**src/verilog/dec_sym_pkg.sv**
```systemverilog
//----------------------------------------
// symbol and decoded-bit structs
//----------------------------------------
`default_nettype none

package dec_sym_pkg;

  // hard decisions passed between stages
  // valid marks a new bit in biphase mode
  typedef struct packed {
    logic i;
    logic q;
    logic valid;
  } sym_t;

  // decoder output, bits sampled with strobe
  typedef struct packed {
    logic bit_i;
    logic bit_q;
    logic strobe;
  } dec_bits_t;

endpackage

`default_nettype wire

```
**src/verilog/dec_cfg_pkg.sv**
```systemverilog
//----------------------------------------
// register map, configuration struct,
// decoder mode enums and register bus structs
//----------------------------------------
`default_nettype none

package dec_cfg_pkg;

  //----------------------------------------
  // register map
  //----------------------------------------
  typedef logic [3:0] addr_t;

  localparam addr_t REG_CONFIG   = 4'd0;
  localparam addr_t REG_BITCOUNT = 4'd1;

  //----------------------------------------
  // mode encodings
  //----------------------------------------
  // differential decode of each rail
  typedef enum logic [1:0] {
    NRZ_L = 2'd0,
    NRZ_M = 2'd1,
    NRZ_S = 2'd2
  } nrz_mode_e;

  // randomized NRZ polynomial, zero means bypass
  typedef enum logic [2:0] {
    DERAND_OFF = 3'd0,
    RNRZ9      = 3'd1,
    RNRZ11     = 3'd2,
    RNRZ15     = 3'd3,
    RNRZ17     = 3'd4,
    RNRZ23     = 3'd5
  } derand_mode_e;

  typedef enum logic [1:0] {
    DEMUX_NONE  = 2'd0,
    DEMUX_QPSK  = 2'd1,
    DEMUX_FQPSK = 2'd2
  } demux_mode_e;

  // REG_CONFIG bit layout, msb first
  typedef struct packed {
    logic [4:0]   spare;
    derand_mode_e derand;
    nrz_mode_e    nrz_mode;
    demux_mode_e  demux;
    logic         swap;
    logic         biphase;
    logic         data_inv;
    // symbol rate strobe in demux modes
    logic         clk_sel;
  } dec_cfg_t;

  //----------------------------------------
  // four-phase register bus
  //----------------------------------------
  typedef struct packed {
    logic        req;
    logic        we;
    addr_t       addr;
    logic [15:0] wdata;
  } bus_req_t;

  typedef struct packed {
    logic        ack;
    logic [15:0] rdata;
  } bus_rsp_t;

endpackage

`default_nettype wire
```
**src/verilog/decoder.sv**
```systemverilog
//----------------------------------------
// decoder top, register block and
// datapath stage chain
//----------------------------------------
`timescale 1ns/1ps
`default_nettype none

module decoder (
  input  logic                   clk,
  input  logic                   rs,
  input  dec_cfg_pkg::bus_req_t  bus_req_i,
  output dec_cfg_pkg::bus_rsp_t  bus_rsp_o,
  input  logic                   symb_en_i,
  input  logic                   symb2x_en_i,
  input  dec_sym_pkg::sym_t      sym_i,
  output dec_sym_pkg::dec_bits_t bits_o,
  output logic                   symb_clk_o
);

  import dec_cfg_pkg::*;
  import dec_sym_pkg::*;

  // configuration fanned out to every stage
  dec_cfg_t cfg;
  // stage outputs along the chain
  sym_t     nrz;
  sym_t     dec;
  sym_t     sel;

  //----------------------------------------
  // register block
  //----------------------------------------
  // bit count follows the output strobe
  decoder_ctrl ctrl_i (
    .clk          (clk),
    .rs           (rs),
    .bus_req_i    (bus_req_i),
    .bus_rsp_o    (bus_rsp_o),
    .bit_strobe_i (bits_o.strobe),
    .cfg_o        (cfg)
  );

  //----------------------------------------
  // datapath
  //----------------------------------------
  biphase_to_nrz biphase_i (
    .clk       (clk),
    .rs        (rs),
    .symb_en_i (symb_en_i),
    .cfg_i     (cfg),
    .sym_i     (sym_i),
    .nrz_o     (nrz)
  );

  mark_space_decode msd_i (
    .clk       (clk),
    .rs        (rs),
    .symb_en_i (symb_en_i),
    .cfg_i     (cfg),
    .nrz_i     (nrz),
    .dec_o     (dec)
  );

  // runs on the half-symbol enable
  iq_demux demux_i (
    .clk         (clk),
    .rs          (rs),
    .symb_en_i   (symb_en_i),
    .symb2x_en_i (symb2x_en_i),
    .cfg_i       (cfg),
    .dec_i       (dec),
    .sel_o       (sel)
  );

  derandomizer derand_i (
    .clk         (clk),
    .rs          (rs),
    .symb_en_i   (symb_en_i),
    .symb2x_en_i (symb2x_en_i),
    .cfg_i       (cfg),
    .sel_i       (sel),
    .bits_o      (bits_o),
    .symb_clk_o  (symb_clk_o)
  );

endmodule

`default_nettype wire

```
**src/verilog/derandomizer.sv**
```systemverilog
//----------------------------------------
// randomized NRZ descrambler, inversion,
// bit strobe and symbol clock
//----------------------------------------
`timescale 1ns/1ps
`default_nettype none

module derandomizer (
  input  logic                   clk,
  input  logic                   rs,
  input  logic                   symb_en_i,
  input  logic                   symb2x_en_i,
  input  dec_cfg_pkg::dec_cfg_t  cfg_i,
  input  dec_sym_pkg::sym_t      sel_i,
  output dec_sym_pkg::dec_bits_t bits_o,
  output logic                   symb_clk_o
);

  import dec_cfg_pkg::*;

  // received scrambled bits, shft[0] is the newest
  logic [22:0] shft;
  logic        demux_on;
  logic        shift_en;
  logic        strobe_en;
  logic        derand_on;
  logic        tap;
  logic        descr;
  logic        out_i;
  logic        out_q;
  logic        strobe;
  logic        symb_clk;

  assign demux_on = (cfg_i.demux == DEMUX_QPSK) || (cfg_i.demux == DEMUX_FQPSK);

  // biphase gives one bit per two symbols, marked by valid
  assign shift_en  = cfg_i.biphase ? (symb_en_i && sel_i.valid) :
                     (demux_on ? symb2x_en_i : symb_en_i);
  assign strobe_en = cfg_i.biphase ? shift_en :
                     ((demux_on && !cfg_i.clk_sel) ? symb2x_en_i : symb_en_i);

  // polynomial taps, stage n is shft[n-1]
  always_comb
  begin
    derand_on = 1'b1;
    case (cfg_i.derand)
      RNRZ9:   tap = shft[8] ^ shft[4];
      RNRZ11:  tap = shft[10] ^ shft[8];
      RNRZ15:  tap = shft[14] ^ shft[13];
      RNRZ17:  tap = shft[16] ^ shft[13];
      RNRZ23:  tap = shft[22] ^ shft[17];
      default:
      begin
        derand_on = 1'b0;
        tap       = 1'b0;
      end
    endcase
  end

  assign descr = sel_i.i ^ tap;

  //----------------------------------------
  // output bits, strobe and symbol clock
  //----------------------------------------
  always_ff @(posedge clk or posedge rs)
  begin
    if (rs)
    begin
      shft     <= '0;
      out_i    <= 1'b0;
      out_q    <= 1'b0;
      strobe   <= 1'b0;
      symb_clk <= 1'b0;
    end
    else
    begin
      // strobe lands with the bits it qualifies
      strobe <= strobe_en;
      if (shift_en)
      begin
        shft  <= {shft[21:0], sel_i.i};
        // descrambled bit goes on both rails
        out_i <= (derand_on ? descr : sel_i.i) ^ cfg_i.data_inv;
        out_q <= (derand_on ? descr : sel_i.q) ^ cfg_i.data_inv;
      end
      // high in the first half-symbol
      if (symb_en_i)
        symb_clk <= 1'b1;
      else if (symb2x_en_i)
        symb_clk <= !symb_clk;
    end
  end

  assign bits_o.bit_i  = out_i;
  assign bits_o.bit_q  = out_q;
  assign bits_o.strobe = strobe;
  assign symb_clk_o    = symb_clk;

endmodule

`default_nettype wire

```
**src/verilog/iq_demux.sv**
```systemverilog
//----------------------------------------
// I/Q swap, QPSK and FQPSK demux,
// output selection
//----------------------------------------
`timescale 1ns/1ps
`default_nettype none

module iq_demux (
  input  logic                  clk,
  input  logic                  rs,
  input  logic                  symb_en_i,
  input  logic                  symb2x_en_i,
  input  dec_cfg_pkg::dec_cfg_t cfg_i,
  input  dec_sym_pkg::sym_t     dec_i,
  output dec_sym_pkg::sym_t     sel_o
);

  import dec_cfg_pkg::*;

  // high at the mid-symbol event, low at symbol start
  logic half;
  // i rail one half-symbol back, for FQPSK
  logic dly_i;
  logic first;
  logic serial;
  logic fq_bit;
  logic sel_i;
  logic sel_q;
  logic sel_valid;

  //----------------------------------------
  // half-symbol phase
  //----------------------------------------
  // dec_i changes at symbol start, so the held symbol
  // is first seen at mid-symbol and last at the next start
  always_ff @(posedge clk or posedge rs)
  begin
    if (rs)
    begin
      half      <= 1'b0;
      sel_valid <= 1'b0;
    end
    else if (symb2x_en_i)
    begin
      half      <= symb_en_i;
      sel_valid <= dec_i.valid;
    end
  end

  // swap exchanges the serial order
  assign first  = half ^ cfg_i.swap;
  assign serial = first ? dec_i.i : dec_i.q;
  // inverted on alternate halves
  assign fq_bit = dly_i ^ dec_i.q ^ !first;

  //----------------------------------------
  // output selection
  //----------------------------------------
  always_ff @(posedge clk)
  begin
    if (symb2x_en_i)
    begin
      dly_i <= dec_i.i;
      case (cfg_i.demux)
        DEMUX_QPSK:
        begin
          sel_i <= serial;
          sel_q <= !serial;
        end
        DEMUX_FQPSK:
        begin
          sel_i <= fq_bit;
          sel_q <= !fq_bit;
        end
        default:
        begin
          sel_i <= cfg_i.swap ? dec_i.q : dec_i.i;
          sel_q <= cfg_i.swap ? dec_i.i : dec_i.q;
        end
      endcase
    end
  end

  assign sel_o.i     = sel_i;
  assign sel_o.q     = sel_q;
  assign sel_o.valid = sel_valid;

endmodule

`default_nettype wire

```
**src/verilog/mark_space_decode.sv**
```systemverilog
//----------------------------------------
// NRZ-L/M/S differential decode, I and Q
//----------------------------------------
`timescale 1ns/1ps
`default_nettype none

module mark_space_decode (
  input  logic                  clk,
  input  logic                  rs,
  input  logic                  symb_en_i,
  input  dec_cfg_pkg::dec_cfg_t cfg_i,
  input  dec_sym_pkg::sym_t     nrz_i,
  output dec_sym_pkg::sym_t     dec_o
);

  import dec_cfg_pkg::*;

  logic prev_i;
  logic prev_q;
  logic dec_i;
  logic dec_q;
  logic dec_valid;

  // one rail, mark is a change and space is no change
  function automatic logic ms_bit(input nrz_mode_e mode, input logic cur, input logic prev);
    case (mode)
      NRZ_M:   ms_bit = cur ^ prev;
      NRZ_S:   ms_bit = !(cur ^ prev);
      default: ms_bit = cur;
    endcase
  endfunction

  always_ff @(posedge clk or posedge rs)
  begin
    if (rs)
      dec_valid <= 1'b0;
    else if (symb_en_i)
      dec_valid <= nrz_i.valid;
  end

  // previous bit advances only on real bits
  always_ff @(posedge clk)
  begin
    if (symb_en_i && nrz_i.valid)
    begin
      prev_i <= nrz_i.i;
      prev_q <= nrz_i.q;
      dec_i  <= ms_bit(cfg_i.nrz_mode, nrz_i.i, prev_i);
      dec_q  <= ms_bit(cfg_i.nrz_mode, nrz_i.q, prev_q);
    end
  end

  assign dec_o.i     = dec_i;
  assign dec_o.q     = dec_q;
  assign dec_o.valid = dec_valid;

endmodule

`default_nettype wire

```
**src/verilog/biphase_to_nrz.sv**
```systemverilog
//----------------------------------------
// biphase half-symbol pairing and
// I/Q realignment
//----------------------------------------
`timescale 1ns/1ps
`default_nettype none

module biphase_to_nrz (
  input  logic                  clk,
  input  logic                  rs,
  input  logic                  symb_en_i,
  input  dec_cfg_pkg::dec_cfg_t cfg_i,
  input  dec_sym_pkg::sym_t     sym_i,
  output dec_sym_pkg::sym_t     nrz_o
);

  // previous half-symbol of each rail
  logic half_i;
  logic half_q;
  // high when the next sample should be a second half
  logic phase;
  logic emit;
  logic nrz_i;
  logic nrz_q;
  logic nrz_valid;

  // mid-bit transition closes the bit
  // no transition where one is expected means a bit boundary
  assign emit = phase && (half_i != sym_i.i);

  always_ff @(posedge clk or posedge rs)
  begin
    if (rs)
    begin
      phase     <= 1'b0;
      nrz_valid <= 1'b0;
    end
    else if (symb_en_i)
    begin
      if (cfg_i.biphase)
      begin
        // phase stays set until a pair closes
        phase     <= !emit;
        nrz_valid <= emit;
      end
      else
      begin
        phase     <= 1'b0;
        nrz_valid <= sym_i.valid;
      end
    end
  end

  // history and output bits
  always_ff @(posedge clk)
  begin
    if (symb_en_i)
    begin
      half_i <= sym_i.i;
      half_q <= sym_i.q;
      if (!cfg_i.biphase)
      begin
        nrz_i <= sym_i.i;
        nrz_q <= sym_i.q;
      end
      else if (emit)
      begin
        // first half carries the bit, high/low gives 1
        // q follows the i alignment
        nrz_i <= half_i;
        nrz_q <= half_q;
      end
    end
  end

  assign nrz_o.i     = nrz_i;
  assign nrz_o.q     = nrz_q;
  assign nrz_o.valid = nrz_valid;

endmodule

`default_nettype wire

```
**src/verilog/decoder_ctrl.sv**
```systemverilog
//----------------------------------------
// register bus slave, config register
// and decoded-bit counter
//----------------------------------------
`timescale 1ns/1ps
`default_nettype none

module decoder_ctrl (
  input  logic                  clk,
  input  logic                  rs,
  input  dec_cfg_pkg::bus_req_t bus_req_i,
  output dec_cfg_pkg::bus_rsp_t bus_rsp_o,
  input  logic                  bit_strobe_i,
  output dec_cfg_pkg::dec_cfg_t cfg_o
);

  import dec_cfg_pkg::*;

  typedef enum logic [1:0] {
    IDLE,
    ACK,
    WAIT_REQ_LOW
  } hs_state_e;

  hs_state_e   state;
  dec_cfg_t    cfg_q;
  logic [15:0] bit_cnt;
  logic [15:0] rdata_q;
  logic        access;
  logic        wr_cfg;
  logic        wr_cnt;

  // access only from idle, so once per req rise
  assign access = (state == IDLE) && bus_req_i.req;
  assign wr_cfg = access && bus_req_i.we && (bus_req_i.addr == REG_CONFIG);
  assign wr_cnt = access && bus_req_i.we && (bus_req_i.addr == REG_BITCOUNT);

  //----------------------------------------
  // handshake fsm
  //----------------------------------------
  always_ff @(posedge clk or posedge rs)
  begin
    if (rs)
      state <= IDLE;
    else
    begin
      case (state)
        IDLE:
          if (bus_req_i.req)
            state <= ACK;
        // req may already be low in the first ack cycle
        ACK:
          state <= bus_req_i.req ? WAIT_REQ_LOW : IDLE;
        WAIT_REQ_LOW:
          if (!bus_req_i.req)
            state <= IDLE;
        default:
          state <= IDLE;
      endcase
    end
  end

  // config register, saturating bit count
  always_ff @(posedge clk or posedge rs)
  begin
    if (rs)
    begin
      cfg_q   <= '0;
      bit_cnt <= '0;
    end
    else
    begin
      if (wr_cfg)
        cfg_q <= dec_cfg_t'(bus_req_i.wdata);
      if (wr_cnt)
        bit_cnt <= '0;
      else if (bit_strobe_i && (bit_cnt != 16'hffff))
        bit_cnt <= bit_cnt + 16'd1;
    end
  end

  // read data held through the ack phase
  always_ff @(posedge clk)
  begin
    if (access)
    begin
      case (bus_req_i.addr)
        REG_CONFIG:   rdata_q <= cfg_q;
        REG_BITCOUNT: rdata_q <= bit_cnt;
        default:      rdata_q <= '0;
      endcase
    end
  end

  assign bus_rsp_o.ack   = (state != IDLE);
  assign bus_rsp_o.rdata = rdata_q;
  assign cfg_o           = cfg_q;

endmodule

`default_nettype wire

```
**config.mk**
```make
export PLATFORM = sky130hd
export DESIGN_NAME = decoder
export DESIGN_NICKNAME = d
export VERILOG_FILES = /design/src/verilog/dec_sym_pkg.sv /design/src/verilog/dec_cfg_pkg.sv /design/src/verilog/decoder.sv /design/src/verilog/derandomizer.sv /design/src/verilog/iq_demux.sv /design/src/verilog/mark_space_decode.sv /design/src/verilog/biphase_to_nrz.sv /design/src/verilog/decoder_ctrl.sv
export SDC_FILE = /design/constraint.sdc
export NUM_CORES = 1
export LEC_CHECK = 0
export ABC_AREA = 1
export BUFFER_PORTS_ARGS = -buffer_cell sky130_fd_sc_hd__buf_2
export CAP_MARGIN = 40
export CORE_ASPECT_RATIO = 1.25
export CORE_MARGIN = 4
export CORE_UTILIZATION = 45
export DETAILED_ROUTE_END_ITERATION = 6
export PLACE_DENSITY_LB_ADDON = 0.08
export SLEW_MARGIN = 10
export SYNTH_ARGS = -nofsm -noshare
export SYNTH_HDL_FRONTEND = slang
export SYNTH_SLANG_ARGS = --single-unit
```
**constraint.sdc**
```tcl
create_clock -name clk -period 3 [get_ports clk]
set_input_delay 0.15 -clock clk [delete_from_list [all_inputs] [get_ports clk]]
set_output_delay 0.15 -clock clk [all_outputs]
set_load 0.05 [all_outputs]
```
==> impl_results.md, run 1 <==
* Quantity of hold-fixing buffers added after cts at 1
* Worst path max stage delay at 350 ps
* CP Launch Type: flop
* Warning count from the yosys run at 0
* M1 WL at 4082 µm
* CP dominant cell by count: nand2_4
* Netlist Area Pre-Place at 4285 µm²
* DP Cell Count at 620
* Worst VDD drop at 0.0004116 V
* Final setup fails at 0
* GR Overflow Total at 0
* CP max stage cell: dfrtp_1
* Peak Freq at 533.1 MHz
* Crit path arrival time at 2090 ps
* Yosys top cell area share at 38.54%
* Die area at 11160 µm²
* CP max FO at 12
* Final setup TNS at 0 ps
* Die H at 117.1 µm
* Gp weighted congestion at 0.7926
* Num ports at 50
* #FFs+latches synth at 93
* Top layer in use: met4
* DR WL/cell at 14.32 µm
* Seq/Total Area, Yosys at 57.46%
* Layout cells sized above 1 at 18.48%
* Clock Tree Buf Depth at 2
* Ranking of synthesized cells by area: dfrtp_1, edfxtp_1, nand2_1, o21ai_0, inv_1
* Routed Antenna Nets at 0
* Met3 routed wirelength at 264 µm
* Mapped Avg Cell Area at 9.398 µm²
* Worst-Margin Slew at 763.1 ps
* CTS buffer count at 9
* Syn Inst Count at 456
* Ant diodes at 0
* LEAKAGE at 2.345 nW
* Initial Util at 46.47%
* # DRC at 0
* Detailed-route via count at 3170
* Rows at 39
* Synth-to-Final Area Change at 16.00%
* Number of max-cap violations at 0
* CTS root buf: clkbuf_16
* Clk_lat worst skew at 340 ps
* Post-CTS Setup Bufs at 0
* Setup CP Type: flop to flop
* Number of DRC markers in iteration 0 at 128
* Pin count of the biggest net entering global routing at 37
* WL met2 at 4632 µm
* Routed WL at 9122 µm
* Initial antenna violation count at 0
* Number of global-route vias before repair at 3154
* DP Area at 4667 µm²
* Slew headroom at 49.05%
* Unique cell type count in the Yosys netlist at 40
* PortBufs at 49
* Minimum clock period at 1876 ps
* Sink Count at 93
* Clock transition at path regs at 60 ps
* Ys async rst share at 70.97%
* TritonCTS clock tree: yes
* First-pass GRT wire length at 15280 µm
* CTS resizes at 0
* GRT Util Overall at 18.26%
* Clk_skew at 6.680 ps
* Fin. max-slew vios at 0
* Unrepaired setup endpoints after global routing: no
* Syn Nets at 490
* Fin crit share at 62.53%
* Final hold violation count at 0
* Cell Chain, Critical Path: ha_1 > nand3_1 > nor2_1 > nand3_2 > nor2_4 > nand3b_4 > nand2_4 > nand2_4 > a21oi_1 > a21oi_2
* CP endpoint kind: flop
* H-tree levels at 3
* Post-route design area at 4971 µm²
* Post-Layout Cell Count at 637
* Hold slack at 9.384 ps
* Top post-synthesis cells by count: nand2_1, dfrtp_1, inv_1
* Critical Path RT at 3220 ps
* Post-synth top area cell: dfrtp_1
* Pwr per Cell Area at 812.2 nW/µm²
* Post-synth EDFFs at 27
* Most frequent cell after synthesis: nand2_1
* Pre-Repair DR Iteration Count at 4
* Post-DP HPWL at 6671 µm
* Core area at 9223 µm²
* Result of the run: completed
* Nets at 543
* Primary FF master, synth: dfrtp_1
* Hold crit path type: primary input to flop
* Vias/cell at 4.976
* Die X at 95.29 µm
## metrics by stage
step	utilization (%)	setup slack, ps	total power, mW
after floorplan	-	1195	2.691
after global placement	50.60	1174	2.914
after detailed placement	50.60	1129	2.945
after CTS	53.90	1103	4.086
after global routing	53.90	869.9	4.325
final	53.90	1124	4.037
## registers in the layout (all words and copies together), names as in the netlist, 2 cells and up
signal / count
ctrl_i.bit_cnt: 16
ctrl_i.cfg_o: 16
ctrl_i.rdata_q: 16
ctrl_i.state: 2
derand_i.shft: 23
## worst paths after layout
check | end | cells past startpoint | slack [ps] | from
max in group asynchronous | derand_i.shft[0]$_DFFE_PP0P_ | 4 | 1780 | rs
setup reg to reg | ctrl_i.bit_cnt[12]$_DFFE_PP0P_ | 10 | 1120 | ctrl_i.bit_cnt[0]$_DFFE_PP0P_
setup / recovery | ctrl_i.bit_cnt[12]$_DFFE_PP0P_ | 10 | 1120 | ctrl_i.bit_cnt[0]$_DFFE_PP0P_
hold / removal | biphase_i.half_q$_DFFE_PP_ | 1 | 9 | sym_i[1]
min in group asynchronous | derand_i.shft[17]$_DFFE_PP0P_ | 3 | 490 | rs
hold reg to reg | ctrl_i.state[1]$_DFFE_PP0P_ | 1 | 440 | ctrl_i.state[0]$_DFFE_PP0P_
## placed cells by master, fill, tap and decap left out, drive strengths merged, types with 4 or more instances in the layout
master  synthesis  final
a21oi          12     12
buf             9     55
ha              5      5
nand3          21     21
clkbuf          5     12
dfrtp          66     66
nor3            6      6
inv            58     58
nand4           5      5
edfxtp         27     27
nand2         125    125
nor2           23     23
xor2            9      9
o21ai          53     53
o22ai          15     15
xnor2           4      4
## critical path, delay by kind of cell (launching register included)
family / cells / cell delay, ps
compound gates: 2 / 230
fa+ha+maj: 1 / 190
flops: 1 / 350
simple gates: 7 / 980
## area by class of cell
| type | count | area, µm² |
|---|---|---|
| inverters | 58 | 217.7 |
| flip-flops and latches | 93 | 2462 |
| clock buffers | 12 | 246.5 |
| clock inverters | 4 | 47.55 |
| multi-input cells | 291 | 1530 |
| well taps | 123 | 153.9 |
| fillers | 854 | 4252 |
| repair buffers | 56 | 312.8 |
## power by group
group / switching (mW) / internal (mW)
clock: 0.460 / 0.666
sequential: 0.200 / 1.64
combinational: 0.726 / 0.344
total: 1.38 / 2.65
## per-layer routing
metal | vias to the layer above | global-route usage (%)
met1 | 1514 | 23.90
met3 | 8 | 3.645
met2 | 38 | 29.52
met4 | 0 | 7.892
li1 | 1610 | -
met5 | - | 0
## cells by family (layout without fill, tap and decap cells)
kind of cell | count (synthesis) | after routing | share of synthesized area (%)
buffers and inverters | 72 | 130 | 6.890
XOR/XNOR | 13 | 13 | 2.657
adder cells (fa/ha/maj) | 5 | 5 | 1.460
AO/OA/AOI/OAI | 85 | 85 | 11.09
AND/OR/NAND/NOR | 188 | 188 | 20.44
flip-flops | 93 | 93 | 57.46
Note: power is estimated with default switching activity, not from simulation.
==> inputs of run 2 (changes only) <==
--- a/config.mk
+++ b/config.mk
@@ -5,7 +5,7 @@
 export SDC_FILE = /design/constraint.sdc
 export NUM_CORES = 1
 export LEC_CHECK = 0
-export ABC_AREA = 1
+export ABC_AREA = 0
 export BUFFER_PORTS_ARGS = -buffer_cell sky130_fd_sc_hd__buf_2
 export CAP_MARGIN = 40
 export CORE_ASPECT_RATIO = 1.25
==> constraint.sdc (replaced) <==
create_clock -name clk -period 1.6 [get_ports clk]
set_input_delay 0.08 -clock clk [delete_from_list [all_inputs] [get_ports clk]]
set_output_delay 0.08 -clock clk [all_outputs]
set_load 0.05 [all_outputs]
==> impl_results.md, run 2 <==
* Grt met3 use at 3.708% (+0.064 points)
* Core area at 9174 µm² (-0.53%)
* Reg2reg path depth at 5 (-5)
* Number of max-cap violations at 0 (unchanged)
* First-pass GRT wire length at 15440 µm (+1.0%)
* Worst VDD drop at 0.0007913 V (+92%)
* Fin. max-slew vios at 0 (unchanged)
* Hold slack at 20.29 ps (+10.91 ps)
* CP max stage cell: or4b_4
* Clock transition at path regs at 70 ps (about the same)
* Post-synth top area cell: dfrtp_1
* DR WL/cell at 15.81 µm (+10%)
* Synth-to-Final Area Change at 36.12%
* Pre-CTS WS at -192.0 ps (-1321 ps)
* Initial antenna violation count at 0 (unchanged)
* # DRC at 0 (unchanged)
* Post-route setup slack at -180.0 ps (-1304 ps)
* R2R Path End: derand_i.out_q$_DFFE_PP0P_
* CP max FO at 8 (-4)
* Routed Antenna Nets at 0 (unchanged)
* Most frequent cell after synthesis: dfrtp_1
* Setup CP Type: flop to flop
* Ys async rst share at 70.97% (unchanged)
* Hold crit path type: primary input to flop
* Final setup fails at 20 (+20)
* Unrepaired setup endpoints after global routing: yes
* R2R setup slack at -180 ps (-1300 ps)
* Mapped Avg Cell Area at 12.87 µm² (+37%)
* Num ports at 50 (unchanged)
* Primary FF master, synth: dfrtp_1
* Fin crit share at 111.3% (+49 points)
* Layer with the highest usage: met2
* Number of DRC markers in iteration 0 at 77 (-40%)
* Worst-Margin Slew at 535.1 ps (-228.0 ps)
* Ranking of synthesized cells by area: dfrtp_1, edfxtp_1, mux2_2, a22o_1, xor2_1
* CTS buffer count at 9 (unchanged)
* Nets at 490 (-9.8%)
* Cell Chain, Critical Path: or2b_1 > o32ai_2 > or4b_4 > and3_4 > a221oi_2
* Area occupied by multi-input gates at 1854 µm² (+21%)
* Result of the run: finished, violations left
* Post-synth EDFFs at 27 (unchanged)
* Filler cells at 780 (-8.7%)
* Layout cells sized above 1 at 43.82% (+25 points)
* Start of the worst register-to-register path: ctrl_i.cfg_o[10]$_DFFE_PP0P_
* Ant diodes at 0 (unchanged)
* Max reg flops at 23 (unchanged)
* CTS root buf: clkbuf_16
* Die X at 95.03 µm (-0.27%)
* Pwr per Cell Area at 1648 nW/µm² (+100%)
* Top post-synthesis cells by count: dfrtp_1, mux2_2, edfxtp_1
* Netlist Area Pre-Place at 4260 µm² (-0.58%)
* GR Overflow Total at 0 (unchanged)
* #FFs+latches synth at 93 (unchanged)
* CP endpoint kind: flop
* Gp weighted congestion at 0.8201 (+3.5%)
* Sink Count at 93 (unchanged)
* Pre-Repair DR Iteration Count at 4 (unchanged)
* Detailed-route via count at 3017 (-4.8%)
* Clock Tree Buf Depth at 2 (unchanged)
* Commonest non-fill, non-tap cell in the layout: dfrtp_1
* Register area at 2465 µm² (+0.10%)
* Seq/Total Area, Yosys at 57.80% (+0.34 points)
* Peak Freq at 561.8 MHz (+5.4%)
* Initial Util at 46.44% (about the same)
* Die area at 11100 µm² (-0.54%)
* LEAKAGE at 2.619 nW (+12%)
* Syn Nets at 365 (-26%)
* Worst path max stage delay at 500 ps (+150 ps)
* Crit path arrival time at 2030 ps (-60 ps)
* Worst setup path endpoint: derand_i.out_q$_DFFE_PP0P_
* Routed WL at 9234 µm (+1.2%)
* Final hold violation count at 0 (unchanged)
* Most frequent cells in the layout: dfrtp_1, buf_4, buf_2
* Failing checks: negative setup slack
* TritonCTS clock tree: yes
* Minimum clock period at 1780 ps (-95.93 ps)
* Biggest register: derand_i.shft
* Syn Inst Count at 331 (-27%)
* Warning count from the yosys run at 0 (unchanged)
* Met1 Use GR at 22.85% (-1.1 points)
* PortBufs at 49 (unchanged)
* Number of global-route vias before repair at 3176 (+0.70%)
* Rows at 39 (unchanged)
* GRT Util Overall at 18.45% (+0.18 points)
* Global Route met2 Usage at 31.33% (+1.8 points)
* CP startpoint: ctrl_i.cfg_o[10]$_DFFE_PP0P_
* Clk_lat worst skew at 350 ps (about the same)
* CP Launch Type: flop
* Critical Path RT at 1850 ps (-1370 ps)
* Die H at 116.8 µm (-0.27%)
* Unique cell type count in the Yosys netlist at 48 (+20%)
* Vias/cell at 5.166 (+3.8%)
* Slew headroom at 64.25% (+15 points)
* Util after Layout at 63.22% (+9.3 points)
* Post-DP HPWL at 6704 µm (+0.49%)
* Pin count of the biggest net entering global routing at 32 (-14%)
* Clk_skew at 7.696 ps (+1.016 ps)
* H-tree levels at 3 (unchanged)
* Yosys top cell area share at 38.77% (+0.23 points)
## run 2: changes by cell type after synthesis, sizes merged, moves of 11 or more
cell   previous run  this run
a22o              0        17
o21ai            53         7
o22ai            15         4
inv              58        19
nand3            21         3
mux2              0        46
nand2           125        12
## run 2: what timing repair did
item	4_1_cts	5_1_grt
cloned	0	0
setup endpoints to repair	25	32
hold buffers	20	0
resized for setup	13	18
pin swaps	2	7
setup buffers	0	2
hold endpoints to repair	38	0
## run 2: worst max-delay path: cells and delay by family (launching register included)
family             cells  cell delay [ps]
AOI/OAI and AO/OA      2              340
DFF                    1              440
and+or+nand+nor        3              910
## run 2: worst min-delay path by stage
| stage | from | to | slack (ps) | cells after the start |
|---|---|---|---|---|
| 3_3_place_gp | rs | ctrl_i.state[1]$_DFFE_PP0P_ | 150 | 2 |
| 4_1_cts | bus_req_i[21] | ctrl_i.state[1]$_DFFE_PP0P_ | 10 | 3 |
| 3_5_place_dp | rs | ctrl_i.state[1]$_DFFE_PP0P_ | 160 | 2 |
| 6_report | bus_req_i[21] | ctrl_i.state[1]$_DFFE_PP0P_ | 20 | 3 |
| 5_1_grt | bus_req_i[21] | ctrl_i.state[1]$_DFFE_PP0P_ | 60 | 3 |
| 2_1_floorplan | sym_i[2] | biphase_i.half_i$_DFFE_PP_ | 180 | 0 |
## run 2: final cells by class
class                   count  area share, %
clock buffers              10          4.315
clock inverters             6         0.7335
inverters                  19          1.294
multi-input cells         205          31.97
flip-flops and latches     93          42.50
well taps                 123          2.654
repair buffers            128          16.53
## run 2: per-stage QoR
stage / cell area, µm² / instances / TNS (ps) / total power, mW
after CTS: 5714 / 582 / -708.3 / 9.475
after global routing: 5799 / 584 / -2779 / 10.13
after global placement: 5167 / 546 / -195.8 / 7.071
after detailed placement: 5167 / 546 / -652.5 / 7.168
final: 5799 / 584 / -831.6 / 9.560
after floorplan: 4372 / 331 / -1386 / 5.977
## run 2: report_power, final
group	switching [mW]	internal, mW
Clock	0.922	1.16
Combinational	1.72	2.05
Sequential	0.516	3.19
Total	3.16	6.40
## run 2: layer usage
layer / vias up / share of wire, %
met5: - / 0
met4: 0 / 2.3
met3: 19 / 4.5
met2: 68 / 50
met1: 1483 / 43
li1: 1447 / -
## run 2: kinds of logic after synthesis
logic type               Yosys count  synth area share (%)
flip-flops                        93                 57.80
AND/OR/NAND/NOR                   75                 9.927
AO/OA/AOI/OAI                     50                 9.045
multiplexers                      50                 13.10
buffers and inverters             33                 3.524
XOR/XNOR                          25                 5.140
adder cells (fa/ha/maj)            5                 1.468
==> inputs of run 3 (changes only) <==
--- a/config.mk
+++ b/config.mk
@@ -16,4 +16,5 @@
 export SLEW_MARGIN = 10
 export SYNTH_ARGS = -nofsm -noshare
 export SYNTH_HDL_FRONTEND = slang
+export SYNTH_HIERARCHICAL = 1
 export SYNTH_SLANG_ARGS = --single-unit
==> impl_results.md, run 3 <==
* Most frequent cell after synthesis: dfrtp_1
* TritonCTS clock tree: yes
* Syn Nets at 408 (+12%)
* First-pass GRT wire length at 16500 µm (+6.9%)
* Die H at 120.3 µm (+3.0%)
* # DRC at 0 (unchanged)
* Ranking of synthesized cells by area: dfrtp_1, edfxtp_1, mux2_2, a22o_1, xnor2_1
* Syn Inst Count at 374 (+13%)
* Minimum clock period at 1684 ps (-96.31 ps)
* Mapped Avg Cell Area at 12.13 µm² (-5.8%)
* Yosys top cell area share at 36.40% (-2.4 points)
* CTS buffer count at 9 (unchanged)
* Top post-synthesis cells by count: dfrtp_1, mux2_2, edfxtp_1
* Vias/cell at 5.314 (+2.9%)
* LEAKAGE at 2.697 nW (+3.0%)
* GR Overflow Total at 0 (unchanged)
* Worst VDD drop at 0.0007152 V (-9.6%)
* Final setup TNS at -1408 ps (-576.4 ps)
* Setup CP Type: flop to flop
* H-tree levels at 3 (unchanged)
* Core area at 9709 µm² (+5.8%)
* Number of DRC markers in iteration 0 at 108 (+40%)
* Sink Count at 93 (unchanged)
* Nets at 531 (+8.4%)
* Ant diodes at 0 (unchanged)
* Rows at 40 (+2.6%)
* Pwr per Cell Area at 1597 nW/µm² (-3.1%)
* Unique cell type count in the Yosys netlist at 59 (+23%)
* Post-DP HPWL at 7339 µm (+9.5%)
* Clock Tree Buf Depth at 2 (unchanged)
* Commonest non-fill, non-tap cell in the layout: dfrtp_1
* Final setup fails at 26 (+30%)
* Post-route setup slack at -83.72 ps (+96.31 ps)
* Number of global-route vias before repair at 3339 (+5.1%)
* Failing checks: negative setup slack
* Ys async rst share at 70.97% (unchanged)
* Slew headroom at 67.71% (+3.5 points)
* CTS root buf: clkbuf_16
* Detailed-route via count at 3337 (+11%)
* DR WL/cell at 16.34 µm (+3.3%)
* Warning count from the yosys run at 6 (+6)
* Die X at 97.81 µm (+2.9%)
* Die area at 11760 µm² (+6.0%)
* Pre-Repair DR Iteration Count at 4 (unchanged)
* Hold slack at 85.04 ps (+64.75 ps)
* Synth-to-Final Area Change at 34.00%
* Critical Path RT at 1820 ps (-30 ps)
* CP endpoint kind: flop
* Pin count of the biggest net entering global routing at 35 (+9.4%)
* Hold crit path type: primary input to flop
* Pre-CTS WS at -85.29 ps (+106.7 ps)
* CP max FO at 12 (+4)
* Post-synth top area cell: dfrtp_1
* Max reg flops at 23 (unchanged)
* Most frequent cells in the layout: dfrtp_1, buf_4, buf_2
* PortBufs at 49 (unchanged)
* Initial antenna violation count at 0 (unchanged)
* CP Launch Type: flop
* Worst-Margin Slew at 484.4 ps (-50.76 ps)
* Fin crit share at 105.2% (-6.0 points)
* Layout cells sized above 1 at 42.83% (-0.99 points)
* Routed Antenna Nets at 0 (unchanged)
* Seq/Total Area, Yosys at 54.27% (-3.5 points)
* GRT Util Overall at 17.72% (-0.72 points)
* #FFs+latches synth at 93 (unchanged)
* Num ports at 50 (unchanged)
* Peak Freq at 593.9 MHz (+5.7%)
* Gp weighted congestion at 0.8311 (+1.3%)
* Clock transition at path regs at 70 ps (about the same)
* Primary FF master, synth: dfrtp_1
* Fin. max-slew vios at 0 (unchanged)
* Biggest register: derand_i/shft
* Final hold violation count at 0 (unchanged)
* Post-synth EDFFs at 27 (unchanged)
* Result of the run: finished, violations left
* Crit path arrival time at 1910 ps (-120 ps)
* Netlist Area Pre-Place at 4537 µm² (+6.5%)
* Clk_skew at 10.85 ps (+3.153 ps)
* Clk_lat worst skew at 340 ps (about the same)
* Initial Util at 46.73% (+0.29 points)
* Number of max-cap violations at 0 (unchanged)
* Unrepaired setup endpoints after global routing: yes
* Routed WL at 10260 µm (+11%)
run 3: final cells by class:
class | count | area, µm²
fillers | 788 | 3630
flip-flops and latches | 93 | 2465
multi-input cells | 242 | 2113
repair buffers | 135 | 1002
clock buffers | 10 | 229.0
well taps | 126 | 157.7
inverters | 16 | 60.06
clock inverters | 6 | 52.55
run 3: worst paths after layout:
kind                                               from                             to  slack, ps  cells after the start
hold reg to reg            ctrl_i/cfg_o[11]$_DFFE_PP0P_   ctrl_i/cfg_o[11]$_DFFE_PP0P_        510                      1
max in group asynchronous                            rs    ctrl_i/cfg_o[9]$_DFFE_PP0P_        800                      4
setup / recovery            ctrl_i/cfg_o[5]$_DFFE_PP0P_  derand_i/shft[20]$_DFFE_PP0P_        -80                      5
hold / removal                              symb2x_en_i      derand_i/strobe$_DFF_PP0_         90                      3
min in group asynchronous                            rs    msd_i/dec_valid$_DFFE_PP0P_        150                      3
setup reg to reg            ctrl_i/cfg_o[5]$_DFFE_PP0P_  derand_i/shft[20]$_DFFE_PP0P_        -80                      5
run 3: metal layers:
metal,track usage (%),wire (µm)
met5,0,0
met4,5.195,115
met3,3.289,298
met2,30.79,5367
met1,22.56,4481
run 3: critical path: stages, from the launching register on:
cell and delay, ps:
dfrtp_1 410, xnor2_2 170, mux2i_2 170, o21ai_4 270, clkbuf_16 240, mux2_4 300
run 3: logic make-up (layout without fill, tap and decap cells):
group                      Yosys count  in the layout  synth area share [%]
AOI/OAI and AO/OA                   65             65                 10.26
xor gates and xnor gates            15             15                 2.896
and+or+nand+nor                    103            103                 13.46
muxes                               54             54                 13.27
DFF                                 93             93                 54.27
adders and majority gates            5              5                 1.379
buffers and inverters               39            167                 4.468
run 3: metrics by stage:
stage | power, mW | util (%) | std cells | instance area (µm²)
floorplan | 5.950 | - | 374 | 4626
global placement | 7.050 | 54.81 | 584 | 5321
detailed placement | 7.133 | 54.81 | 584 | 5321
CTS | 9.414 | 60.54 | 622 | 5878
global route | 10.29 | 62.62 | 628 | 6080
finish | 9.710 | 62.62 | 628 | 6080
run 3: what timing repair did:
action | in CTS | in global routing
setup endpoints to repair | 19 | 38
resized for setup | 15 | 28
buffers inserted | 1 | 5
hold endpoints to repair | 86 | 0
hold buffers | 21 | 0
pin swaps | 5 | 5
cloned | 0 | 2
run 3: power by group:
group | total, mW | switching (mW) | leakage [nW] | internal [mW]
clock | 2.04 | 0.957 | 0.137 | 1.09
sequential | 3.71 | 0.554 | 1.07 | 3.16
combinational | 3.95 | 1.75 | 1.49 | 2.20
total | 9.71 | 3.26 | 2.70 | 6.45
